[config.mk]
export PLATFORM = sky130hd
export DESIGN_NAME = dfp_top
export DESIGN_NICKNAME = d
export VERILOG_FILES = /design/src/logic/dfp_bus_pkg.sv /design/src/logic/dfp_report_pkg.sv /design/src/logic/dfp_cmd_if.sv /design/src/logic/dfp_bus_capture.sv /design/src/logic/dfp_cmd_decode.sv /design/src/logic/dfp_exec.sv /design/src/logic/dfp_top.sv
export SDC_FILE = /design/constraint.sdc
export NUM_CORES = 1
export LEC_CHECK = 0
export BUFFER_PORTS_ARGS = -buffer_cell sky130_fd_sc_hd__buf_4
export CORE_MARGIN = 3
export CORE_UTILIZATION = 30
export CTS_BUF_LIST = sky130_fd_sc_hd__clkbuf_4 sky130_fd_sc_hd__clkbuf_8
export DETAILED_ROUTE_END_ITERATION = 12
export GPL_TIMING_DRIVEN = 0
export PLACE_DENSITY = 0.55
export SLEW_MARGIN = 20
export SYNTH_ARGS = -nofsm -noshare
export SYNTH_HDL_FRONTEND = slang
export SYNTH_HIERARCHICAL = 1
export SYNTH_SLANG_ARGS = --single-unit
[constraint.sdc]
create_clock -name nw -period 1.9 [get_ports nw]
set_clock_uncertainty 0.05 [all_clocks]
set_input_delay 0 -clock nw [delete_from_list [all_inputs] [get_ports nw]]
set_output_delay 0 -clock nw [all_outputs]
set_load 0.1 [all_outputs]
[src/logic/dfp_bus_pkg.sv]
// Debug front panel bus widths, I/O command map and decoded operations
`default_nettype none

package dfp_bus_pkg;

   localparam int DATA_W = 16;                  // Backplane data bus
   localparam int ADDR_W = 10;                  // Kept I/O address bits

   //////////////////////////////////////////////////
   // Command addresses within page 1xx
   //////////////////////////////////////////////////
   localparam logic [7:0] CMD_OUTREG   = 8'h00; // Output register
   localparam logic [7:0] CMD_ENEF     = 8'h08;
   localparam logic [7:0] CMD_DISEF    = 8'h09;
   localparam logic [7:0] CMD_SENTINEL = 8'h0f; // Should never be reached
   localparam logic [7:0] CMD_PRINTA   = 8'h10;
   localparam logic [7:0] CMD_PRINTC   = 8'h11;
   localparam logic [7:0] CMD_PRINTD   = 8'h12; // Signed decimal
   localparam logic [7:0] CMD_PRINTU   = 8'h13;
   localparam logic [7:0] CMD_PRINTH   = 8'h14;
   localparam logic [7:0] CMD_PRINTB   = 8'h15;
   localparam logic [7:0] CMD_PRINTSP  = 8'h16;
   localparam logic [7:0] CMD_PRINTNL  = 8'h17;
   localparam logic [7:0] CMD_DEBUGON  = 8'h18;
   localparam logic [7:0] CMD_DEBUGOFF = 8'h19;
   localparam logic [7:0] CMD_DUMP     = 8'h1a;
   localparam logic [7:0] CMD_PRINTHI  = 8'h1b; // High half of a long
   localparam logic [7:0] CMD_PRINTLO  = 8'h1c; // Low half, triggers the print
   localparam logic [7:0] CMD_HALT     = 8'h1d;
   localparam logic [7:0] CMD_SUCCESS  = 8'h1e;
   localparam logic [7:0] CMD_FAIL     = 8'h1f;

   // What execute has to do with a command
   typedef enum logic [2:0] {
      OP_OUTREG,
      OP_PRINT,
      OP_PRINTHI,
      OP_PRINTLO,
      OP_HALT,
      OP_REPORT,                                // Report only, no side effect
      OP_FAULT                                  // Sentinel or unknown address
   } dfp_op_t;

endpackage

`default_nettype wire

[src/logic/dfp_report_pkg.sv]
// Debug front panel report codes, payload formats and payload layout
`default_nettype none

package dfp_report_pkg;

   //////////////////////////////////////////////////
   // Three-digit report codes
   //////////////////////////////////////////////////
   // Same numbering as the hardware panel firmware, so
   // test scripts can read both
   localparam logic [9:0] RPT_OUTREG   = 10'd321;
   localparam logic [9:0] RPT_PRINT    = 10'd340;
   localparam logic [9:0] RPT_SENTINEL = 10'd341;
   localparam logic [9:0] RPT_HALTED   = 10'd305;
   localparam logic [9:0] RPT_SUCCESS  = 10'd345;
   localparam logic [9:0] RPT_FAIL     = 10'd346;
   localparam logic [9:0] RPT_UNIMPL   = 10'd509; // Unimplemented command

   // How the consumer should render the payload
   typedef enum logic [2:0] {
      FMT_NONE,                                   // No payload shown
      FMT_HEX,
      FMT_CHAR,
      FMT_SDEC,                                   // Signed decimal
      FMT_UDEC,
      FMT_BIN,
      FMT_LONG                                    // 32-bit hex, both halves
   } rpt_fmt_t;

   //////////////////////////////////////////////////
   // Report payload
   //////////////////////////////////////////////////
   typedef struct packed {
      logic [15:0] hi;                            // Latched by PRINTHI
      logic [15:0] lo;                            // Bus word
   } rpt_halves_t;

   // Single values read as long_val, PRINTLO builds halves
   typedef union packed {
      logic [31:0] long_val;
      rpt_halves_t halves;
   } rpt_data_u;

endpackage

`default_nettype wire

[src/logic/dfp_cmd_if.sv]
// Decoded debug command passed from the decode stage to the execute stage
`default_nettype none

interface dfp_cmd_if import dfp_bus_pkg::*, dfp_report_pkg::*; ();

   logic       valid;     // One-cycle strobe per command
   dfp_op_t    op;        // What execute does with it
   logic [9:0] code;      // Report code to emit
   rpt_fmt_t   fmt;
   rpt_data_u  payload;   // Bus word or address, already extended

   // Decode side
   modport producer (
      output valid, op, code, fmt, payload
   );

   // Execute side, no ready back
   modport consumer (
      input valid, op, code, fmt, payload
   );

endinterface

`default_nettype wire

[src/logic/dfp_bus_capture.sv]
// Pipeline stage 1, registers a qualified write to I/O page 1xx
`default_nettype none

module dfp_bus_capture import dfp_bus_pkg::*; (
   input  wire logic              nw,          // Write strobe, rising edge
   input  wire logic              rst,
   input  wire logic              niodev1xx,   // Page 1xx select, active low
   input  wire logic [23:0]       ab,
   input  wire logic [15:0]       db,
   output logic                   cap_valid,
   output logic [ADDR_W-1:0]      cap_addr,
   output logic [DATA_W-1:0]      cap_data
);

   //////////////////////////////////////////////////
   // Write qualifier
   //////////////////////////////////////////////////
   // Every nw edge is a write, the select says whether it is ours
   always_ff @(posedge nw) begin
      if (rst) begin
         cap_valid <= 1'b0;
      end else begin
         cap_valid <= ~niodev1xx;
      end
   end

   //////////////////////////////////////////////////
   // Address and data
   //////////////////////////////////////////////////
   // Only loaded on our own writes, held otherwise
   always_ff @(posedge nw) begin
      if (!niodev1xx) begin
         cap_addr <= ab[ADDR_W-1:0];     // Page bits decoded on the bus board
         cap_data <= db;
      end
   end

endmodule

`default_nettype wire

[src/logic/dfp_cmd_decode.sv]
// Pipeline stage 2, turns a page address into an operation and a report record
`default_nettype none

module dfp_cmd_decode import dfp_bus_pkg::*, dfp_report_pkg::*; (
   input  wire logic              nw,
   input  wire logic              rst,
   input  wire logic              cap_valid,
   input  wire logic [ADDR_W-1:0] cap_addr,
   input  wire logic [DATA_W-1:0] cap_data,
   dfp_cmd_if.producer            cmd
);

   dfp_op_t     op_d;
   logic [9:0]  code_d;
   rpt_fmt_t    fmt_d;
   rpt_data_u   payload_d;
   logic [31:0] word_zx;     // Bus word, zero-extended
   logic [31:0] word_sx;     // Bus word, sign-extended
   logic [31:0] addr_zx;     // Full kept address for 509 reports

   assign word_zx = {{(32 - DATA_W){1'b0}}, cap_data};
   assign word_sx = {{(32 - DATA_W){cap_data[DATA_W-1]}}, cap_data};
   assign addr_zx = {{(32 - ADDR_W){1'b0}}, cap_addr};

   //////////////////////////////////////////////////
   // Address map
   //////////////////////////////////////////////////
   always_comb begin
      op_d               = OP_PRINT;        // Most of the page prints
      code_d             = RPT_PRINT;
      fmt_d              = FMT_NONE;
      payload_d.long_val = word_zx;
      case (cap_addr[7:0])                  // Bits 9:8 ignored, as on the board
         CMD_OUTREG: begin
            op_d   = OP_OUTREG;
            code_d = RPT_OUTREG;
            fmt_d  = FMT_HEX;
         end
         CMD_PRINTA, CMD_PRINTH: fmt_d = FMT_HEX;
         CMD_PRINTC:             fmt_d = FMT_CHAR;
         CMD_PRINTD: begin
            fmt_d              = FMT_SDEC;
            payload_d.long_val = word_sx;
         end
         CMD_PRINTU:             fmt_d = FMT_UDEC;
         CMD_PRINTB:             fmt_d = FMT_BIN;
         CMD_PRINTSP: begin
            fmt_d              = FMT_CHAR;
            payload_d.long_val = 32'd32;    // Space
         end
         CMD_PRINTNL: begin
            fmt_d              = FMT_CHAR;
            payload_d.long_val = 32'd10;    // Line feed
         end
         CMD_PRINTHI:            op_d = OP_PRINTHI;
         CMD_PRINTLO: begin
            op_d  = OP_PRINTLO;             // High half added in execute
            fmt_d = FMT_LONG;
         end
         CMD_ENEF, CMD_DISEF, CMD_DEBUGON, CMD_DEBUGOFF, CMD_DUMP: begin
            op_d               = OP_REPORT;
            code_d             = RPT_UNIMPL;
            payload_d.long_val = addr_zx;
         end
         CMD_HALT, CMD_SUCCESS, CMD_FAIL: begin
            op_d               = (cap_addr[7:0] == CMD_HALT) ? OP_HALT : OP_REPORT;
            code_d             = (cap_addr[7:0] == CMD_HALT)    ? RPT_HALTED :
                                 (cap_addr[7:0] == CMD_SUCCESS) ? RPT_SUCCESS : RPT_FAIL;
            payload_d.long_val = '0;
         end
         CMD_SENTINEL: begin
            op_d               = OP_FAULT;
            code_d             = RPT_SENTINEL;
            payload_d.long_val = '0;
         end
         default: begin                     // Hole in the map
            op_d               = OP_FAULT;
            code_d             = RPT_UNIMPL;
            payload_d.long_val = addr_zx;
         end
      endcase
   end

   //////////////////////////////////////////////////
   // Stage register
   //////////////////////////////////////////////////
   always_ff @(posedge nw) begin
      if (rst) begin
         cmd.valid <= 1'b0;
      end else begin
         cmd.valid <= cap_valid;
      end
   end

   always_ff @(posedge nw) begin
      cmd.op      <= op_d;
      cmd.code    <= code_d;
      cmd.fmt     <= fmt_d;
      cmd.payload <= payload_d;
   end

endmodule

`default_nettype wire

[src/logic/dfp_exec.sv]
// Pipeline stage 3, applies side effects and emits one report pulse per command
`default_nettype none

module dfp_exec import dfp_bus_pkg::*, dfp_report_pkg::*; (
   input  wire logic         nw,
   input  wire logic         rst,
   dfp_cmd_if.consumer       cmd,
   output logic [DATA_W-1:0] out_reg,        // The panel output register
   output logic              nhalt,          // Processor halt, active low
   output logic              fault,          // Pulses with sentinel or unknown
   output logic              report_valid,
   output logic [9:0]        report_code,
   output rpt_fmt_t          report_fmt,
   output rpt_data_u         report_data
);

   logic [DATA_W-1:0] hi_latch;              // PRINTHI word waiting for PRINTLO
   logic              accept;                // Command taken this edge
   logic              emits;                 // Command produces a report
   rpt_data_u         data_d;

   // A halted panel ignores everything, in-flight commands too
   assign accept = cmd.valid & nhalt;
   assign emits  = accept & (cmd.op != OP_PRINTHI);

   //////////////////////////////////////////////////
   // Payload assembly
   //////////////////////////////////////////////////
   always_comb begin
      data_d = cmd.payload;                  // Already extended by decode
      if (cmd.op == OP_PRINTLO) begin
         data_d.halves.hi = hi_latch;        // Low half is the bus word
      end
   end

   //////////////////////////////////////////////////
   // Control state
   //////////////////////////////////////////////////
   always_ff @(posedge nw) begin
      if (rst) begin
         out_reg      <= '0;
         nhalt        <= 1'b1;
         fault        <= 1'b0;
         report_valid <= 1'b0;
      end else begin
         report_valid <= emits;              // Single-cycle pulse
         fault        <= accept & (cmd.op == OP_FAULT);
         if (accept) begin
            case (cmd.op)
               OP_OUTREG: out_reg <= cmd.payload.halves.lo;
               OP_HALT:   nhalt   <= 1'b0;   // Stays low until reset
               default:   ;                  // Report only
            endcase
         end
      end
   end

   //////////////////////////////////////////////////
   // Report record and long latch
   //////////////////////////////////////////////////
   always_ff @(posedge nw) begin
      if (emits) begin
         report_code <= cmd.code;
         report_fmt  <= cmd.fmt;
         report_data <= data_d;
      end
      if (accept && cmd.op == OP_PRINTHI) begin
         hi_latch <= cmd.payload.halves.lo;  // Silent, no report
      end
   end

endmodule

`default_nettype wire

[src/logic/dfp_top.sv]
// Debug front panel top level, capture then decode then execute on the nw strobe
`default_nettype none

module dfp_top import dfp_bus_pkg::*, dfp_report_pkg::*; (
   input  wire logic         nw,             // Bus write strobe, used as clock
   input  wire logic         rst,
   input  wire logic         niodev1xx,
   input  wire logic [23:0]  ab,
   input  wire logic [15:0]  db,
   output logic [DATA_W-1:0] out_reg,
   output logic              nhalt,
   output logic              fault,
   output logic              report_valid,
   output logic [9:0]        report_code,
   output rpt_fmt_t          report_fmt,
   output rpt_data_u         report_data
);

   // Stage 1 to stage 2
   logic              cap_valid;
   logic [ADDR_W-1:0] cap_addr;
   logic [DATA_W-1:0] cap_data;

   dfp_cmd_if cmd_bus ();                    // Stage 2 to stage 3

   dfp_bus_capture u_capture (
      .nw        (nw),
      .rst       (rst),
      .niodev1xx (niodev1xx),
      .ab        (ab),
      .db        (db),
      .cap_valid (cap_valid),
      .cap_addr  (cap_addr),
      .cap_data  (cap_data)
   );

   dfp_cmd_decode u_decode (
      .nw        (nw),
      .rst       (rst),
      .cap_valid (cap_valid),
      .cap_addr  (cap_addr),
      .cap_data  (cap_data),
      .cmd       (cmd_bus.producer)
   );

   dfp_exec u_exec (
      .nw           (nw),
      .rst          (rst),
      .cmd          (cmd_bus.consumer),
      .out_reg      (out_reg),
      .nhalt        (nhalt),
      .fault        (fault),
      .report_valid (report_valid),
      .report_code  (report_code),
      .report_fmt   (report_fmt),
      .report_data  (report_data)
   );

endmodule

`default_nettype wire

==> results.tsv <==
metric	value	unit
status	finished clean	
regMostFlops	u_exec/report_data	
die_area	18500	um^2
cts-root-buf	clkbuf_8	
start_kind	flop	
syn_area	5060	um^2
rsz0062_at_grt	false	
rows	46	
coreArea	16200	um^2
die_w	136	um
port_buffers	92	
avgSynthCellArea	15.3	um^2
async_flop_share	0	
ys_warn_count	6	
hp-class	input pin to flop	
dpl-instance-area	6040	um^2
antenna_left	0	
ios	107	
power_density	903	nW/um^2
final_common_cell	buf_4	
drt_iter0_markers	191	
hpwlAfterDp	7.34	mm
finalMaxSlewViolations	0	
largest_register_ffs	32	
area_growth_syn_to_layout	32.3	%
htreeDepth	4	
die_height	136	um
grt_max_degree	47	
grt_pass1_wl	16.3	mm
crit_type	flop to flop	
crit_required	2.23	ns
power.leakage	2.59	nW
yosys.cell_types.count	52	
drt_wl_total	10.3	mm
num_vias	2900	
endpoint_kind	flop	
dominantRegCellSynth	edfxtp_1	
max-slew-margin-rel	0.325	
ys_ff_latch	139	
routed_via_density	4.14	
cp_max_fo	10	
finalSetupViolCount	0	
crit_arrival	2.10	ns
syn_nets	374	
diodes	0	
cts_buffers	17	
synth_edf_count	87	
layout_common_cells	buf_4 (110), edfxtp_1 (87), dfxtp_1 (51), nand2b_1 (34), dlygate4sd3_1 (29)	
final_cell_area	6700	um^2
dp_cells	639	
drc	0	
first_pass_iters	4	
power	6.05	mW
wl_per_cell	14.7	um
gp_congestion	0.810	
grt-ovfl-total	0	
grt_pass1_vias	3000	
instances_no_fill	700	
cts.sinks	139	
min_period_over_period	0.932	
cts.clk_slew.worst_paths	0.08	ns
ir_drop	0.317	mV
syn_inst	331	
cts_tree	built	
clockBufferDepth	2	
worstMarginPinSlew	1.01	ns
fmax	565	MHz
initial_core_util	0.313	
hold_viol	0	
clkLatencyLatePin	0.44	ns
yosysSeqAreaShare	0.722	
antenna_found_initial	0	
period_minus_slack	1.77	ns
drv_cap	0	
grt_util_all_layers	0.117	
fin_nets	514	
largestRegisters	u_exec/report_data (32), u_decode/cmd.payload (17)	
drive_gt1_frac	0.368	
-- synthesized netlist by cell type, types with 6 or more instances --
cell type	n	area, um^2
edfxtp_1	87	2610
dfxtp_1	52	1040
nand2b_1	34	213
buf_4	18	135
mux2_2	17	191
mux2i_1	16	160
nor2_1	10	37.5
nand2_1	9	33.8
a22o_1	6	52.6
and2_1	6	37.5
-- repair_timing --
action	4_1_cts	5_1_grt
pin swaps	0	0
gates resized for setup	1	1
buffers inserted	0	0
hold buffers	29	0
hold endpoints to repair	33	0
setup endpoints to repair	2	2
-- critical path, cell delays in order (launching register included) --
cell and delay, ns:
edfxtp_1 0.50, nor2_2 0.35, a32oi_2 0.20, a21oi_4 0.30, buf_6 0.18, a22o_1 0.14
-- layer usage --
metal / track usage / routed length [um] / up-vias / share of wire
met2: 0.181 / 4900 / 74 / 0.48
li1: - / - / 1463 / -
met3: 0.0374 / 449 / 8 / 0.044
met4: 0.0437 / 120 / 0 / 0.012
met5: 0 / 0 / - / 0
met1: 0.154 / 4820 / 1355 / 0.47
-- stage by stage --
stage	setup TNS, ns	hold slack [ns]	util	worst slack (ns)
2_1_floorplan	0	0.0167	-	0.157
3_3_place_gp	-0.157	0.128	0.373	-0.0877
3_5_place_dp	-0.0882	0.129	0.373	-0.0611
4_1_cts	0	0.181	0.414	0.0787
5_1_grt	0	0.182	0.414	0.00617
6_report	0	0.214	0.414	0.130
-- area by class of cell --
cell class / count / area, um^2
buffer: 30 / 215
clock buffer: 18 / 241
clock inverter: 14 / 121
fill: 1492 / 9470
inverter: 3 / 11.3
multi-input combinational: 159 / 1200
sequential: 139 / 3650
tap: 216 / 270
timing repair buffer: 121 / 981
-- worst paths after layout --
path         cells after the start                       startpoint  slack, ns                              end
max                              5  u_capture/cap_addr[0]$_DFFE_PN_       0.13  u_decode/cmd.payload[4]$_DFF_P_
min                              2                            db[4]       0.21  u_capture/cap_data[4]$_DFFE_PN_
max reg2reg                      5  u_capture/cap_addr[0]$_DFFE_PN_       0.13  u_decode/cmd.payload[4]$_DFF_P_
min reg2reg                      0      u_decode/cmd.fmt[1]$_DFF_P_       0.35   u_exec/report_fmt[1]$_DFFE_PP_
-- where the power goes --
part           switching, mW  total, mW  internal (mW)
clock network           1.13       2.18           1.05
registers             0.0633       3.38           3.31
logic                  0.310      0.499          0.189
total                   1.50       6.05           4.55
-- kinds of logic after synthesis --
group           count (synthesis)  share of synthesized area
compound gates                 39                     0.0608
xor+xnor                        1                    0.00173
buf+inv                        33                     0.0447
flops                         139                      0.722
mux                            33                     0.0694
other cells                     2                    0.00148
simple gates                   84                      0.100
No activity file was read; power rests on OpenSTA's default activity.
